$ cat config.mk
export PLATFORM = sky130hd
export DESIGN_NAME = decode_stage
export DESIGN_NICKNAME = d
export VERILOG_FILES = /design/src/common/mips_pkg.sv /design/src/decode/branch_unit.sv /design/src/decode/instr_decoder.sv /design/src/decode/reg_file.sv /design/src/design/decode_stage.sv
export VERILOG_INCLUDE_DIRS = /design/src /design/src/common
export SDC_FILE = /design/constraint.sdc
export NUM_CORES = 2
export LEC_CHECK = 0
export ABC_AREA = 1
export BUFFER_PORTS_ARGS = -buffer_cell sky130_fd_sc_hd__buf_2
export CAP_MARGIN = 40
export CORE_MARGIN = 2
export CORE_UTILIZATION = 35
export CTS_CLUSTER_DIAMETER = 100
export DETAILED_ROUTE_END_ITERATION = 16
export HOLD_SLACK_MARGIN = 0.02
export PLACE_DENSITY = 0.52
export SLEW_MARGIN = 40
export SYNTH_ARGS = -nofsm -noshare
export SYNTH_HDL_FRONTEND = slang
export SYNTH_SLANG_ARGS = --single-unit
$ cat constraint.sdc
create_clock -name i_clk -period 3 [get_ports i_clk]
set_input_delay 0.45 -clock i_clk [delete_from_list [all_inputs] [get_ports i_clk]]
set_output_delay 0.45 -clock i_clk [all_outputs]
set_load 0.03 [all_outputs]
$ cat src/common/mips_cfg.svh
`ifndef MIPS_CFG_SVH
`define MIPS_CFG_SVH

// Datapath widths
`define MIPS_DATA_W     32
`define MIPS_INSTR_W    32

// Register file geometry
`define MIPS_REG_CNT    32
`define MIPS_REG_AW     5

// Return address register for JAL
`define MIPS_LINK_REG   31

`endif

$ cat src/common/mips_pkg.sv
package mips_pkg;

    // Primary opcodes, instruction bits 31:26
    typedef enum logic [5:0] {
        OP_SPECIAL = 6'b000000,             // R type, operation selected by funct
        OP_J       = 6'b000010,
        OP_JAL     = 6'b000011,
        OP_BEQ     = 6'b000100,
        OP_BNE     = 6'b000101,
        OP_ADDI    = 6'b001000,
        OP_ADDIU   = 6'b001001,
        OP_SLTI    = 6'b001010,
        OP_SLTIU   = 6'b001011,
        OP_ANDI    = 6'b001100,
        OP_ORI     = 6'b001101,
        OP_XORI    = 6'b001110,
        OP_LUI     = 6'b001111,
        OP_LB      = 6'b100000,
        OP_LH      = 6'b100001,
        OP_LW      = 6'b100011,
        OP_LBU     = 6'b100100,
        OP_LHU     = 6'b100101,
        OP_SB      = 6'b101000,
        OP_SH      = 6'b101001,
        OP_SW      = 6'b101011
    } opcode_e;

    // R type function codes that change the decode
    typedef enum logic [5:0] {
        FN_JR   = 6'b001000,
        FN_JALR = 6'b001001
    } funct_e;

    // Where a jump or branch takes its target from
    typedef enum logic [1:0] {
        ADDR_REG    = 2'b00,                // Target is the rs register
        ADDR_REGION = 2'b01,                // Upper PC bits joined to the 26-bit offset
        ADDR_PC_REL = 2'b10                 // pc+4 plus the scaled 16-bit offset
    } addr_type_e;

    // Memory access size, same coding as opcode bits 1:0
    typedef enum logic [1:0] {
        SIZE_BYTE = 2'b00,
        SIZE_HALF = 2'b01,
        SIZE_WORD = 2'b11
    } mem_size_e;

endpackage

$ cat src/decode/branch_unit.sv
`timescale 1ns/100ps

`include "mips_cfg.svh"

module branch_unit (
    input  logic [`MIPS_DATA_W-1:0]  i_pc,
    input  logic                     i_pc_modify,
    input  logic                     i_link_ret,
    input  mips_pkg::addr_type_e     i_addr_type,
    input  logic                     i_equal,
    input  logic [15:0]              i_imm,
    input  logic [25:0]              i_addr_offset,
    input  logic [`MIPS_DATA_W-1:0]  i_rs_data,
    input  logic [`MIPS_DATA_W-1:0]  i_rt_data,

    output logic                     o_taken,
    output logic [`MIPS_DATA_W-1:0]  o_target,
    output logic [`MIPS_DATA_W-1:0]  o_link_value
);

    logic [`MIPS_DATA_W-1:0] pc_plus4;
    logic [`MIPS_DATA_W-1:0] br_offset;
    logic                    operands_eq;

    assign pc_plus4    = i_pc + `MIPS_DATA_W'(4);
    assign br_offset   = {{(`MIPS_DATA_W-18){i_imm[15]}}, i_imm, 2'b00};  // Sign extend, x4
    assign operands_eq = (i_rs_data == i_rt_data);

    always_comb begin
        o_taken  = 1'b0;
        o_target = '0;
        if (i_pc_modify) begin
            case (i_addr_type)
                mips_pkg::ADDR_REG: begin
                    o_taken  = 1'b1;
                    o_target = i_rs_data;
                end
                mips_pkg::ADDR_REGION: begin
                    o_taken  = 1'b1;
                    o_target = {pc_plus4[`MIPS_DATA_W-1:28], i_addr_offset, 2'b00};
                end
                mips_pkg::ADDR_PC_REL: begin
                    o_taken  = i_equal ? operands_eq : !operands_eq;  // BEQ or BNE
                    o_target = pc_plus4 + br_offset;
                end
                default: begin
                    o_taken  = 1'b0;
                end
            endcase
        end
    end

    // Return address skips the delay slot
    assign o_link_value = i_link_ret ? (i_pc + `MIPS_DATA_W'(8)) : '0;

    a_taken_needs_modify: assert final (!o_taken || i_pc_modify)
        else $error("branch_unit: taken without a jump or branch");

endmodule

$ cat src/decode/instr_decoder.sv
`timescale 1ns/100ps

`include "mips_cfg.svh"

module instr_decoder (
    input  logic [`MIPS_INSTR_W-1:0]  i_instr,

    output mips_pkg::opcode_e         o_opcode,
    output logic [5:0]                o_funct,       // R type funct or low opcode bits
    output logic [`MIPS_REG_AW-1:0]   o_rs,
    output logic [`MIPS_REG_AW-1:0]   o_rt,
    output logic [`MIPS_REG_AW-1:0]   o_rd,
    output logic [4:0]                o_sa,
    output logic [15:0]               o_imm,
    output logic [25:0]               o_addr_offset, // Jump region offset

    output logic                      o_pc_modify,   // Jump or branch
    output logic                      o_link_ret,    // Saves a return address
    output mips_pkg::addr_type_e      o_addr_type,
    output logic                      o_equal,       // Branch on equal operands
    output logic                      o_is_imm,
    output logic                      o_mem_op,
    output logic                      o_mem_store,   // Store when set, load otherwise
    output mips_pkg::mem_size_e       o_mem_size,
    output logic                      o_mem_unsign,
    output logic [`MIPS_REG_AW-1:0]   o_wb_reg,      // Destination, zero when none
    output logic                      o_illegal
);

    assign o_opcode = mips_pkg::opcode_e'(i_instr[31:26]);

    always_comb begin
        o_funct       = '0;
        o_rs          = '0;
        o_rt          = '0;
        o_rd          = '0;
        o_sa          = '0;
        o_imm         = '0;
        o_addr_offset = '0;
        o_pc_modify   = 1'b0;
        o_link_ret    = 1'b0;
        o_addr_type   = mips_pkg::ADDR_REG;
        o_equal       = 1'b0;
        o_is_imm      = 1'b0;
        o_mem_op      = 1'b0;
        o_mem_store   = 1'b0;
        o_mem_size    = mips_pkg::SIZE_BYTE;
        o_mem_unsign  = 1'b0;
        o_wb_reg      = '0;
        o_illegal     = 1'b0;

        case (o_opcode)
            mips_pkg::OP_SPECIAL: begin
                o_rs = i_instr[25:21];
                case (mips_pkg::funct_e'(i_instr[5:0]))
                    mips_pkg::FN_JR: begin
                        o_pc_modify = 1'b1;              // Target from rs, no link
                    end
                    mips_pkg::FN_JALR: begin
                        o_rd        = i_instr[15:11];
                        o_pc_modify = 1'b1;
                        o_link_ret  = 1'b1;
                        o_wb_reg    = i_instr[15:11];    // Return address into rd
                    end
                    default: begin
                        o_funct  = i_instr[5:0];
                        o_rt     = i_instr[20:16];
                        o_rd     = i_instr[15:11];
                        o_sa     = i_instr[10:6];
                        o_wb_reg = i_instr[15:11];
                    end
                endcase
            end
            mips_pkg::OP_J,
            mips_pkg::OP_JAL: begin
                o_addr_offset = i_instr[25:0];
                o_pc_modify   = 1'b1;
                o_addr_type   = mips_pkg::ADDR_REGION;
                if (o_opcode == mips_pkg::OP_JAL) begin
                    o_link_ret = 1'b1;
                    o_wb_reg   = `MIPS_REG_AW'(`MIPS_LINK_REG);
                end
            end
            mips_pkg::OP_BEQ,
            mips_pkg::OP_BNE: begin
                o_rs        = i_instr[25:21];
                o_rt        = i_instr[20:16];
                o_imm       = i_instr[15:0];             // Word offset from pc+4
                o_pc_modify = 1'b1;
                o_addr_type = mips_pkg::ADDR_PC_REL;
                o_equal     = (o_opcode == mips_pkg::OP_BEQ);
                o_is_imm    = 1'b1;
            end
            mips_pkg::OP_ADDI, mips_pkg::OP_ADDIU,
            mips_pkg::OP_SLTI, mips_pkg::OP_SLTIU,
            mips_pkg::OP_ANDI, mips_pkg::OP_ORI,
            mips_pkg::OP_XORI, mips_pkg::OP_LUI: begin
                o_funct  = {3'b000, i_instr[28:26]};     // ALU op from opcode
                o_rs     = i_instr[25:21];
                o_rt     = i_instr[20:16];
                o_imm    = i_instr[15:0];
                o_is_imm = 1'b1;
                o_wb_reg = i_instr[20:16];
            end
            mips_pkg::OP_LB, mips_pkg::OP_LH, mips_pkg::OP_LW,
            mips_pkg::OP_LBU, mips_pkg::OP_LHU: begin
                o_funct      = {3'b000, i_instr[28:26]};
                o_rs         = i_instr[25:21];           // Base address
                o_rt         = i_instr[20:16];
                o_imm        = i_instr[15:0];
                o_is_imm     = 1'b1;
                o_mem_op     = 1'b1;
                o_mem_size   = mips_pkg::mem_size_e'(i_instr[27:26]);
                o_mem_unsign = i_instr[28];
                o_wb_reg     = i_instr[20:16];
            end
            mips_pkg::OP_SB, mips_pkg::OP_SH, mips_pkg::OP_SW: begin
                o_funct     = {3'b000, i_instr[28:26]};
                o_rs        = i_instr[25:21];
                o_rt        = i_instr[20:16];            // Store data
                o_imm       = i_instr[15:0];
                o_is_imm    = 1'b1;
                o_mem_op    = 1'b1;
                o_mem_store = 1'b1;
                o_mem_size  = mips_pkg::mem_size_e'(i_instr[27:26]);
            end
            default: begin
                o_illegal = 1'b1;                        // Unknown opcode, no side effects
            end
        endcase
    end

    // A memory access never redirects the PC
    a_mem_not_jump: assert final (o_illegal || !(o_mem_op && o_pc_modify))
        else $error("instr_decoder: memory op and PC modify both set");

endmodule

$ cat src/decode/reg_file.sv
`timescale 1ns/100ps

`include "mips_cfg.svh"

module reg_file (
    input  logic                     i_clk,
    input  logic                     i_rst_n,

    input  logic [`MIPS_REG_AW-1:0]  i_rs_addr,
    input  logic [`MIPS_REG_AW-1:0]  i_rt_addr,
    output logic [`MIPS_DATA_W-1:0]  o_rs_data,
    output logic [`MIPS_DATA_W-1:0]  o_rt_data,

    input  logic                     i_wr_en,
    input  logic [`MIPS_REG_AW-1:0]  i_wr_addr,
    input  logic [`MIPS_DATA_W-1:0]  i_wr_data
);

    // Register 0 has no storage
    logic [`MIPS_DATA_W-1:0] regs [1:`MIPS_REG_CNT-1];

    always_ff @(posedge i_clk or negedge i_rst_n) begin
        if (!i_rst_n) begin
            for (int i = 1; i < `MIPS_REG_CNT; i++) begin
                regs[i] <= '0;
            end
        end else if (i_wr_en && (i_wr_addr != '0)) begin
            regs[i_wr_addr] <= i_wr_data;            // Writes to register 0 dropped
        end
    end

    // Reads see the value before this cycle's write
    assign o_rs_data = (i_rs_addr == '0) ? '0 : regs[i_rs_addr];
    assign o_rt_data = (i_rt_addr == '0) ? '0 : regs[i_rt_addr];

    // Register 0 stays zero even right after a write to it
    property p_zero_reg;
        @(posedge i_clk) disable iff (!i_rst_n)
            ((i_rs_addr == '0) |-> (o_rs_data == '0)) and
            ((i_rt_addr == '0) |-> (o_rt_data == '0));
    endproperty

    a_zero_reg: assert property (p_zero_reg)
        else $error("reg_file: register 0 read nonzero");

endmodule

$ cat src/design/decode_stage.sv
`timescale 1ns/100ps

`include "mips_cfg.svh"

module decode_stage (
    input  logic                     i_clk,
    input  logic                     i_rst_n,

    input  logic                     i_valid,        // One pulse per instruction
    input  logic                     i_stall,        // Hold the ID/EX register
    input  logic [`MIPS_INSTR_W-1:0] i_instr,
    input  logic [`MIPS_DATA_W-1:0]  i_pc,

    input  logic                     i_wb_en,
    input  logic [`MIPS_REG_AW-1:0]  i_wb_addr,
    input  logic [`MIPS_DATA_W-1:0]  i_wb_data,

    output logic                     o_valid,
    output logic [5:0]               o_funct,
    output logic [`MIPS_DATA_W-1:0]  o_rs_data,
    output logic [`MIPS_DATA_W-1:0]  o_rt_data,
    output logic [`MIPS_REG_AW-1:0]  o_rd,
    output logic [4:0]               o_sa,
    output logic [15:0]              o_imm,
    output logic                     o_is_imm,
    output logic                     o_mem_op,
    output logic                     o_mem_store,
    output mips_pkg::mem_size_e      o_mem_size,
    output logic                     o_mem_unsign,
    output logic [`MIPS_REG_AW-1:0]  o_wb_reg,
    output logic                     o_branch_taken,
    output logic [`MIPS_DATA_W-1:0]  o_branch_target,
    output logic [`MIPS_DATA_W-1:0]  o_link_value,
    output logic                     o_illegal
);

    logic [5:0]              dec_funct;
    logic [`MIPS_REG_AW-1:0] dec_rs;
    logic [`MIPS_REG_AW-1:0] dec_rt;
    logic [`MIPS_REG_AW-1:0] dec_rd;
    logic [4:0]              dec_sa;
    logic [15:0]             dec_imm;
    logic [25:0]             dec_addr_offset;
    logic                    dec_pc_modify;
    logic                    dec_link_ret;
    mips_pkg::addr_type_e    dec_addr_type;
    logic                    dec_equal;
    logic                    dec_is_imm;
    logic                    dec_mem_op;
    logic                    dec_mem_store;
    mips_pkg::mem_size_e     dec_mem_size;
    logic                    dec_mem_unsign;
    logic [`MIPS_REG_AW-1:0] dec_wb_reg;
    logic                    dec_illegal;
    logic [`MIPS_DATA_W-1:0] rs_data;
    logic [`MIPS_DATA_W-1:0] rt_data;
    logic                    br_taken;
    logic [`MIPS_DATA_W-1:0] br_target;
    logic [`MIPS_DATA_W-1:0] link_value;
    logic                    capture;

    instr_decoder instr_decoder_i (
        .i_instr       (i_instr),
        .o_opcode      (),
        .o_funct       (dec_funct),
        .o_rs          (dec_rs),
        .o_rt          (dec_rt),
        .o_rd          (dec_rd),
        .o_sa          (dec_sa),
        .o_imm         (dec_imm),
        .o_addr_offset (dec_addr_offset),
        .o_pc_modify   (dec_pc_modify),
        .o_link_ret    (dec_link_ret),
        .o_addr_type   (dec_addr_type),
        .o_equal       (dec_equal),
        .o_is_imm      (dec_is_imm),
        .o_mem_op      (dec_mem_op),
        .o_mem_store   (dec_mem_store),
        .o_mem_size    (dec_mem_size),
        .o_mem_unsign  (dec_mem_unsign),
        .o_wb_reg      (dec_wb_reg),
        .o_illegal     (dec_illegal)
    );

    reg_file reg_file_i (
        .i_clk     (i_clk),
        .i_rst_n   (i_rst_n),
        .i_rs_addr (dec_rs),
        .i_rt_addr (dec_rt),
        .o_rs_data (rs_data),
        .o_rt_data (rt_data),
        .i_wr_en   (i_wb_en),
        .i_wr_addr (i_wb_addr),
        .i_wr_data (i_wb_data)
    );

    branch_unit branch_unit_i (
        .i_pc          (i_pc),
        .i_pc_modify   (dec_pc_modify),
        .i_link_ret    (dec_link_ret),
        .i_addr_type   (dec_addr_type),
        .i_equal       (dec_equal),
        .i_imm         (dec_imm),
        .i_addr_offset (dec_addr_offset),
        .i_rs_data     (rs_data),
        .i_rt_data     (rt_data),
        .o_taken       (br_taken),
        .o_target      (br_target),
        .o_link_value  (link_value)
    );

    assign capture = i_valid && !i_stall;               // Valid during stall is dropped

    // ID/EX register
    always_ff @(posedge i_clk or negedge i_rst_n) begin
        if (!i_rst_n) begin
            o_valid         <= 1'b0;
            o_funct         <= '0;
            o_rs_data       <= '0;
            o_rt_data       <= '0;
            o_rd            <= '0;
            o_sa            <= '0;
            o_imm           <= '0;
            o_is_imm        <= 1'b0;
            o_mem_op        <= 1'b0;
            o_mem_store     <= 1'b0;
            o_mem_size      <= mips_pkg::SIZE_BYTE;
            o_mem_unsign    <= 1'b0;
            o_wb_reg        <= '0;
            o_branch_taken  <= 1'b0;
            o_branch_target <= '0;
            o_link_value    <= '0;
            o_illegal       <= 1'b0;
        end else if (capture) begin
            o_valid         <= 1'b1;
            o_funct         <= dec_funct;
            o_rs_data       <= rs_data;
            o_rt_data       <= rt_data;
            o_rd            <= dec_rd;
            o_sa            <= dec_sa;
            o_imm           <= dec_imm;
            o_is_imm        <= dec_is_imm;
            o_mem_op        <= dec_mem_op;
            o_mem_store     <= dec_mem_store;
            o_mem_size      <= dec_mem_size;
            o_mem_unsign    <= dec_mem_unsign;
            o_wb_reg        <= dec_wb_reg;
            o_branch_taken  <= br_taken;
            o_branch_target <= br_target;
            o_link_value    <= link_value;
            o_illegal       <= dec_illegal;
        end else if (!i_stall) begin
            o_valid         <= 1'b0;                    // Payload kept while valid drops
        end
    end

    a_valid_known: assert property (@(posedge i_clk) disable iff (!i_rst_n) !$isunknown(o_valid))
        else $error("decode_stage: o_valid unknown");

endmodule

# Word level (Yosys, flattened, before mapping)
# Index checks and enable logic that the tools add are counted.
[totals]
inputBits = 106
regBits = 1166
output_inout_bits = 174
[classes]
n_eq_ne = 26
n_mux = 45
reduce_logical = 23
n_bitwise = 3
n_addsub = 3
magnitude_cmp = 4
[op_table]
columns = ["op", "n"]
rows = [
  ["992-bit bitwise mux", 1],
  ["32-bit binary-select mux with 5-bit select", 2],
  ["32-bit 2-to-1 mux", 9],
  ["32-bit demux with 5-bit select", 1],
  ["32-bit case mux with 3 select lines", 1],
  ["6-bit by 4-bit == test with 1-bit output (second input constant)", 10],
  ["6-bit == test (second input constant)", 8],
  ["5-bit 2-to-1 mux", 7],
  ["32-bit by 3-bit adder with 32-bit output (second input constant)", 1],
  ["32-bit adder", 1],
  ["32-bit by 4-bit adder with 32-bit output (second input constant)", 1],
  ["32-bit == test", 1],
  ["26-bit 2-to-1 mux", 1],
  ["21-bit OR reduction", 1],
  ["19-bit OR reduction", 1],
  ["6-bit >= comparator (second input constant)", 3],
  ["5-bit NOT with 6-bit output", 3],
  ["18-bit OR reduction", 1],
  ["16-bit 2-to-1 mux", 1],
  ["16-bit OR reduction", 1],
  ["5-bit case mux with 3 select lines", 1],
  ["1-bit 2-to-1 mux", 13],
  ["13-bit OR reduction", 1],
  ["6-bit by 2-bit == test with 1-bit output (second input constant)", 2],
  ["22 further kinds", 32],
]

# Logic depth before layout (Yosys ltp)
[logic_depth]
ltp_word = 14
depth_mapped = 30
ltp_nobuf = 28

# Hierarchy
# Synthesis repeated with hierarchy kept, for this count alone.
[hier_totals]
hier_cells = 11297
area_unflattened_um2 = 72477.0
[by_module_without_submodules]
columns = ["mod", "n_inst", "cells_per_inst", "area_each_um2"]
rows = [
  ["reg_file", 1, 9451, 60080.1],
  ["decode_stage", 1, 754, 6837.8],
  ["branch_unit", 1, 915, 4740.8],
  ["instr_decoder", 1, 177, 818.3],
]

# Worst setup path before layout
# Ideal clock, no wire load.
[synth_timing]
kind = "input -> register"
startpoint = "in i_instr[26]"
endpoint = "reg o_branch_target[22]"
setup_time_ns = 0.133
stages = 26
setup_slack_ns = -0.670
arrival_time_ns = 3.537
cell_sequence = "inv_1 > nand2_1 > nand2_1 > nand2_1 > nand2_1 > buf_6 > clkbuf_1 > nor2_1 > ha_1 > fa_1 > nand2_1 > inv_1 > o21ai_0 > nand2_1 > nand2_1 > nand2_1 > a21oi_1 > o21ai_0 > nand2_1 > nand2_1 > a21oi_1 > o21ai_0 > o21ai_0 > o21ai_0 > a21oi_1 > o21ai_0"
[synth_between]
elab_cells_between_ends = 43
cone_classes = "1 x add/sub; 22 x eq/ne; 11 x mux; 1 x bitwise; 8 x reduce/logical"
[synth_rtl]
columns = ["item", "line_no", "source"]
rows = [
  ["start: declaration", "decode_stage.sv:11", "input logic [`MIPS_INSTR_W-1:0] i_instr,"],
  ["6-bit by 3-bit == test with 1-bit output, or another cell as far along", "instr_decoder.sv:52", "case (o_opcode)"],
  ["18-bit OR reduction (no line) (*)", "--", ""],
  ["16-bit 2-to-1 mux (*)", "instr_decoder.sv:52", ""],
  ["net branch_unit_i.i_imm[0]", "branch_unit.sv:11", "input logic [15:0] i_imm,"],
  ["32-bit adder (*)", "branch_unit.sv:44", "o_target = pc_plus4 + br_offset;"],
  ["32-bit case mux with 3 select lines (*)", "branch_unit.sv:33", "case (i_addr_type)"],
  ["32-bit 2-to-1 mux (*)", "branch_unit.sv:32", "if (i_pc_modify) begin"],
  ["end signal: assignment", "decode_stage.sv:149", "o_branch_target <= br_target;"],
  ["end: declaration", "decode_stage.sv:32", "output logic [`MIPS_DATA_W-1:0] o_branch_target,"],
]
# Mark *: on every way through the listed nets, which the timed path passes. The rest lies on a longest branch. The select of a mux whose other input is x is not followed.
# A chain may end at the register's enable or synchronous reset.

# Worst setup path in the final report
[layout_timing]
startpoint = "in i_instr[29]"
endpoint = "reg o_branch_taken"
[layout_between]
elab_chain_cells = 13
elab_cells_between_ends = 52
cone_classes = "23 x eq/ne; 16 x mux; 2 x bitwise; 11 x reduce/logical"
[layout_lines]
columns = ["item", "line_no", "source"]
rows = [
  ["6-bit by 3-bit == test with 1-bit output, or another cell as far along", "instr_decoder.sv:52", ""],
  ["18-bit OR reduction (no line) / 19-bit OR reduction (equally long branches)", "--", ""],
  ["5-bit case mux with 2 select lines / 5-bit 2-to-1 mux (equally long branches)", "instr_decoder.sv:52", ""],
  ["5-bit NOT with 6-bit output (on tied branches)", "reg_file.sv:34, reg_file.sv:33", ""],
  ["32-bit binary-select mux with 5-bit select (on tied branches)", "reg_file.sv:34, reg_file.sv:33", ""],
  ["32-bit 2-to-1 mux (on tied branches) (3 in a row)", "reg_file.sv:34, reg_file.sv:33", ""],
  ["32-bit == test", "branch_unit.sv:27", "assign operands_eq = (i_rs_data == i_rt_data);"],
  ["1-bit zero test", "branch_unit.sv:43", "o_taken = i_equal ? operands_eq : !operands_eq;"],
  ["1-bit 2-to-1 mux", "branch_unit.sv:43", ""],
  ["1-bit case mux with 2 select lines", "branch_unit.sv:33", ""],
  ["1-bit 2-to-1 mux (*)", "branch_unit.sv:32", ""],
  ["end signal: assignment", "decode_stage.sv:148", "o_branch_taken <= br_taken;"],
  ["end: declaration", "decode_stage.sv:31", "output logic o_branch_taken,"],
]
# Every way passes the cells marked *; elsewhere a longest branch is shown, timed or not. The select of a mux whose other input is x is not followed.

==> impl_summary.md <==
Final layout
After routing the design area is slightly below 90000 um^2. Leaving out fill and tap cells, the most frequent cell in the layout is sky130_fd_sc_hd__nand2_1. The final layout contains 10798 nets. The register with the most flip-flops in the layout has 992 of them. Leaving out fill and tap cells, the most frequent cells in the layout are 3393 x sky130_fd_sc_hd__nand2_1, 1734 x sky130_fd_sc_hd__nand3_1, 1166 x sky130_fd_sc_hd__dfrtp_1. The register ranked first by flip-flop count is reg_file_i.regs.

Relative to the synthesized area, the layout overhead comes to 30.1%. The fraction of final layout cells sized beyond drive strength 1 is a little under a fifth. The count of placed standard cells in the final layout, fillers left out is approximately 13000.

Worst setup path
The count of buffer and inverter cells on the critical path is 6. For this design, the slowest cell found on the critical path is sky130_fd_sc_hd__nor2_4. The launching element type of the critical path is an input pin. The cell family contributing the most delay on the critical path is simple AND/OR/NAND/NOR gates. The worst endpoint required time is between 3 and 4 ns.

The arrival time reported for the critical path endpoint is between 3 and 4 ns. In this design, the stage delay of the slowest critical-path cell is ~0.21 ns. The largest driver fanout on the critical path is 7.

The type of element capturing the critical path is a flop. The class of the most critical setup path is input pin to flop. The most numerous cell type found on the critical path is sky130_fd_sc_hd__nand2_1.

Placed design
The total half-perimeter wirelength after legalization and detailed placement is between 200000 and 250000 um. Input and output buffers added on the ports amount to 279. The cell count after placement is about 13000. Once placement finished, the instance area stood at 80200 um^2. Routability-driven placement finished with a final weighted congestion of roughly 1.

Yosys
The register bit total from synthesis is approximately 1200. Ranked by total cell area, the synthesized netlist is headed by sky130_fd_sc_hd__dfrtp_1 43%, sky130_fd_sc_hd__nand2_1 19%, sky130_fd_sc_hd__nand3_1 13%. The prevailing post-synth register cell is sky130_fd_sc_hd__dfrtp_1. Summing the sequential cell areas from Yosys gives 43.3% of the chip area. The synthesis warning total is 0. The fraction of post-synthesis cell area in the top cell type by area is 43.3%. The average size of a mapped cell is around 7 um^2. In the synthesized netlist the async set-or-reset flop fraction comes to 100%. The unique cell type count in the Yosys netlist is 52. The synthesized design spends more area on one cell type than any other, namely sky130_fd_sc_hd__dfrtp_1.

The cell area that synthesis handed to floorplanning was 67400 um^2. Counting every net in the synthesized netlist gives about 10000. Counting every instance in the synthesized netlist gives around 10000. In this run, synthesis inferred 0 flip-flops with an integrated enable.

Detailed routing
The mean number of vias per cell is 5.72. After detailed routing, the number of remaining DRC violations is 0. The first routing iteration left approximately 10000 violations. The via total after detailed routing is about 76000. After detailed routing, the average wire length per cell comes to around 27 um. The routed design has 357000 um of wire.

The first-pass iteration count of the detailed router is 9. In this run the remaining antenna-violating nets after routing total 0.

Floorplanning
The width of the die is about 440 um. Row generation in the floorplan step produced between 150 and 200 rows. The I/O pin total is 280.

The die area is 196000 um^2. The die is around 440 um tall. The initial core utilization is between 30% and 40%. After floorplanning, the core was sized to cover about 190000 um^2.

Power
The worst-case IR drop observed on VDD is ~0.65 mV. Dividing total power by cell area gives a power density of 610 nW/um^2. Total power for the finished layout comes to 0.0534 W. In this run the static leakage power is 42.8 nW.

Outcome
The flow ran to the end, and the final reports show no timing, DRC or antenna violations.

Clocking
The tree is rooted in a sky130_fd_sc_hd__clkbuf_16. Clock-pin slew was measured on the worst setup and hold paths at 0.06 ns. The number of buffers added by the clock tree synthesis step is roughly 150. The number of clock sinks is 1166. The clock latency at the later pin of the worst-skew pair is 0.83 ns. The clock tree synthesis step divided the H-tree into 4 levels. In this run the deepest clock path goes through 3 buffers. The CTS tree is built.

Timing
The worst slack on hold paths is 0.0499 ns. Measured against its own limit, the worst slew margin works out to between 40% and 50%. After layout, the worst path uses a little over nine tenths of the clock period. The worst clock skew is around 0.035 ns. The number of pins with negative max-slew slack in the final report is 0.

The number of endpoints with negative hold slack in the final report is 0. For the pin with the worst max-slew slack, the measured transition is just over 0.8 ns. The highest attainable clock frequency is about 0.34 GHz.

The setup total negative slack is 0 ns. The post-route minimum period is 2.94 ns. Setup violations remaining at the end of the flow were counted as 0.

Global routing
The routing layer with the top usage in global route is met2. Entering global routing, the biggest net connects 107 pins. The via count of the first global-routing pass is 70290. Across every metal layer, demand over resource in global routing totals 34.9%. The first global-routing pass estimated ~510000 um of wire. The initial antenna violation count is 27. In the global route stage, met1 resource usage came out at a little under half.

The total overflow left after global routing is 0. For met3 alone, demand over resource in global routing was 7.38%. Global routing consumed, on the met2 layer, a little over half of the routing resources.

Min path
The class of the tightest hold or removal check is input pin to flop.

Flow run
The number of violations of the max-capacitance limit is 0.
stage by stage:
stage | util [%] | setup slack, ns
4_1_cts | 44.6 | -0.0467
2_1_floorplan | - | -0.243
5_1_grt | 45.6 | -0.0987
6_report | 45.7 | 0.0615
3_5_place_dp | 41.8 | -1.18
3_3_place_gp | 41.8 | -1.21
worst register-to-register path: cells and delay by family, from the launching register on:
kind	cells	cell delay, ns
buffers and inverters	2	0.20
DFF	1	0.38
and+or+nand+nor	20	1.70
Yosys cell counts (19+ instances only):
master / n
sky130_fd_sc_hd__nand2_1: 3493
sky130_fd_sc_hd__nand3_1: 1742
sky130_fd_sc_hd__dfrtp_1: 1166
sky130_fd_sc_hd__o21ai_0: 1070
sky130_fd_sc_hd__clkbuf_1: 501
sky130_fd_sc_hd__nor2_1: 495
sky130_fd_sc_hd__inv_1: 431
sky130_fd_sc_hd__a21oi_1: 268
sky130_fd_sc_hd__buf_2: 211
sky130_fd_sc_hd__o2111ai_1: 64
sky130_fd_sc_hd__xor2_1: 44
sky130_fd_sc_hd__buf_1: 38
sky130_fd_sc_hd__buf_4: 36
sky130_fd_sc_hd__nor3_1: 33
sky130_fd_sc_hd__ha_1: 31
sky130_fd_sc_hd__inv_2: 20
sky130_fd_sc_hd__o211ai_1: 19
kinds of logic after synthesis:
kind of cell | count (synthesis) | synth area share (%)
and+or+nand+nor | 5809 | 35.9
AOI/OAI and AO/OA | 1507 | 11.9
buffers and inverters | 1250 | 7.61
DFF | 1166 | 43.3
xor gates and xnor gates | 51 | 0.663
adders and majority gates | 32 | 0.605
where the power goes:
group / total, W / switching [W] / leakage [nW] / internal (W)
Combinational: 0.0133 / 0.00818 / 25.2 / 0.00513
Clock: 0.0191 / 0.00772 / 2.51 / 0.0114
Sequential: 0.0210 / 0.00249 / 15.1 / 0.0185
Total: 0.0534 / 0.0184 / 42.8 / 0.0350
per-layer routing:
layer	part of all wire, %	wire length (um)
met2	43	154000
met5	0.050	178
met3	11	37600
met4	6.7	24100
met1	40	141000
final cells by class:
cell class / count / area [um^2]
inverters: 459 / 1770
fillers: 19481 / 104000
repair buffers: 1484 / 14000
clock buffers: 203 / 4320
well taps: 2526 / 3160
flip-flops and latches: 1166 / 29200
diodes: 9 / 22.5
clock inverters: 64 / 811
repair inverters: 1 / 16.3
multi-input cells: 7401 / 34300
what timing repair did:
action,4_1_cts,5_1_grt
endpoints found under the setup margin,7,21
cloned,1,19
resized for setup,19,263
pin swaps,2,59
hold buffers,19,0
setup buffers,6,59
hold endpoints to repair,177,0
final timing paths:
check / start / to / slack, ns / depth (start not counted)
max: i_instr[29] / o_branch_taken / 0.06 / 28
min: i_pc[3] / o_link_value[4] / 0.05 / 4
max reg2reg: reg_file_i.regs[907] / o_branch_taken / 0.62 / 22
min reg2reg: o_rs_data[1] / o_rs_data[1] / 0.47 / 2
max in group asynchronous: i_rst_n / reg_file_i.regs[895] / 1.65 / 4
min in group asynchronous: i_rst_n / o_mem_size[1] / 0.19 / 2
Power figures use the tool's default switching activity.
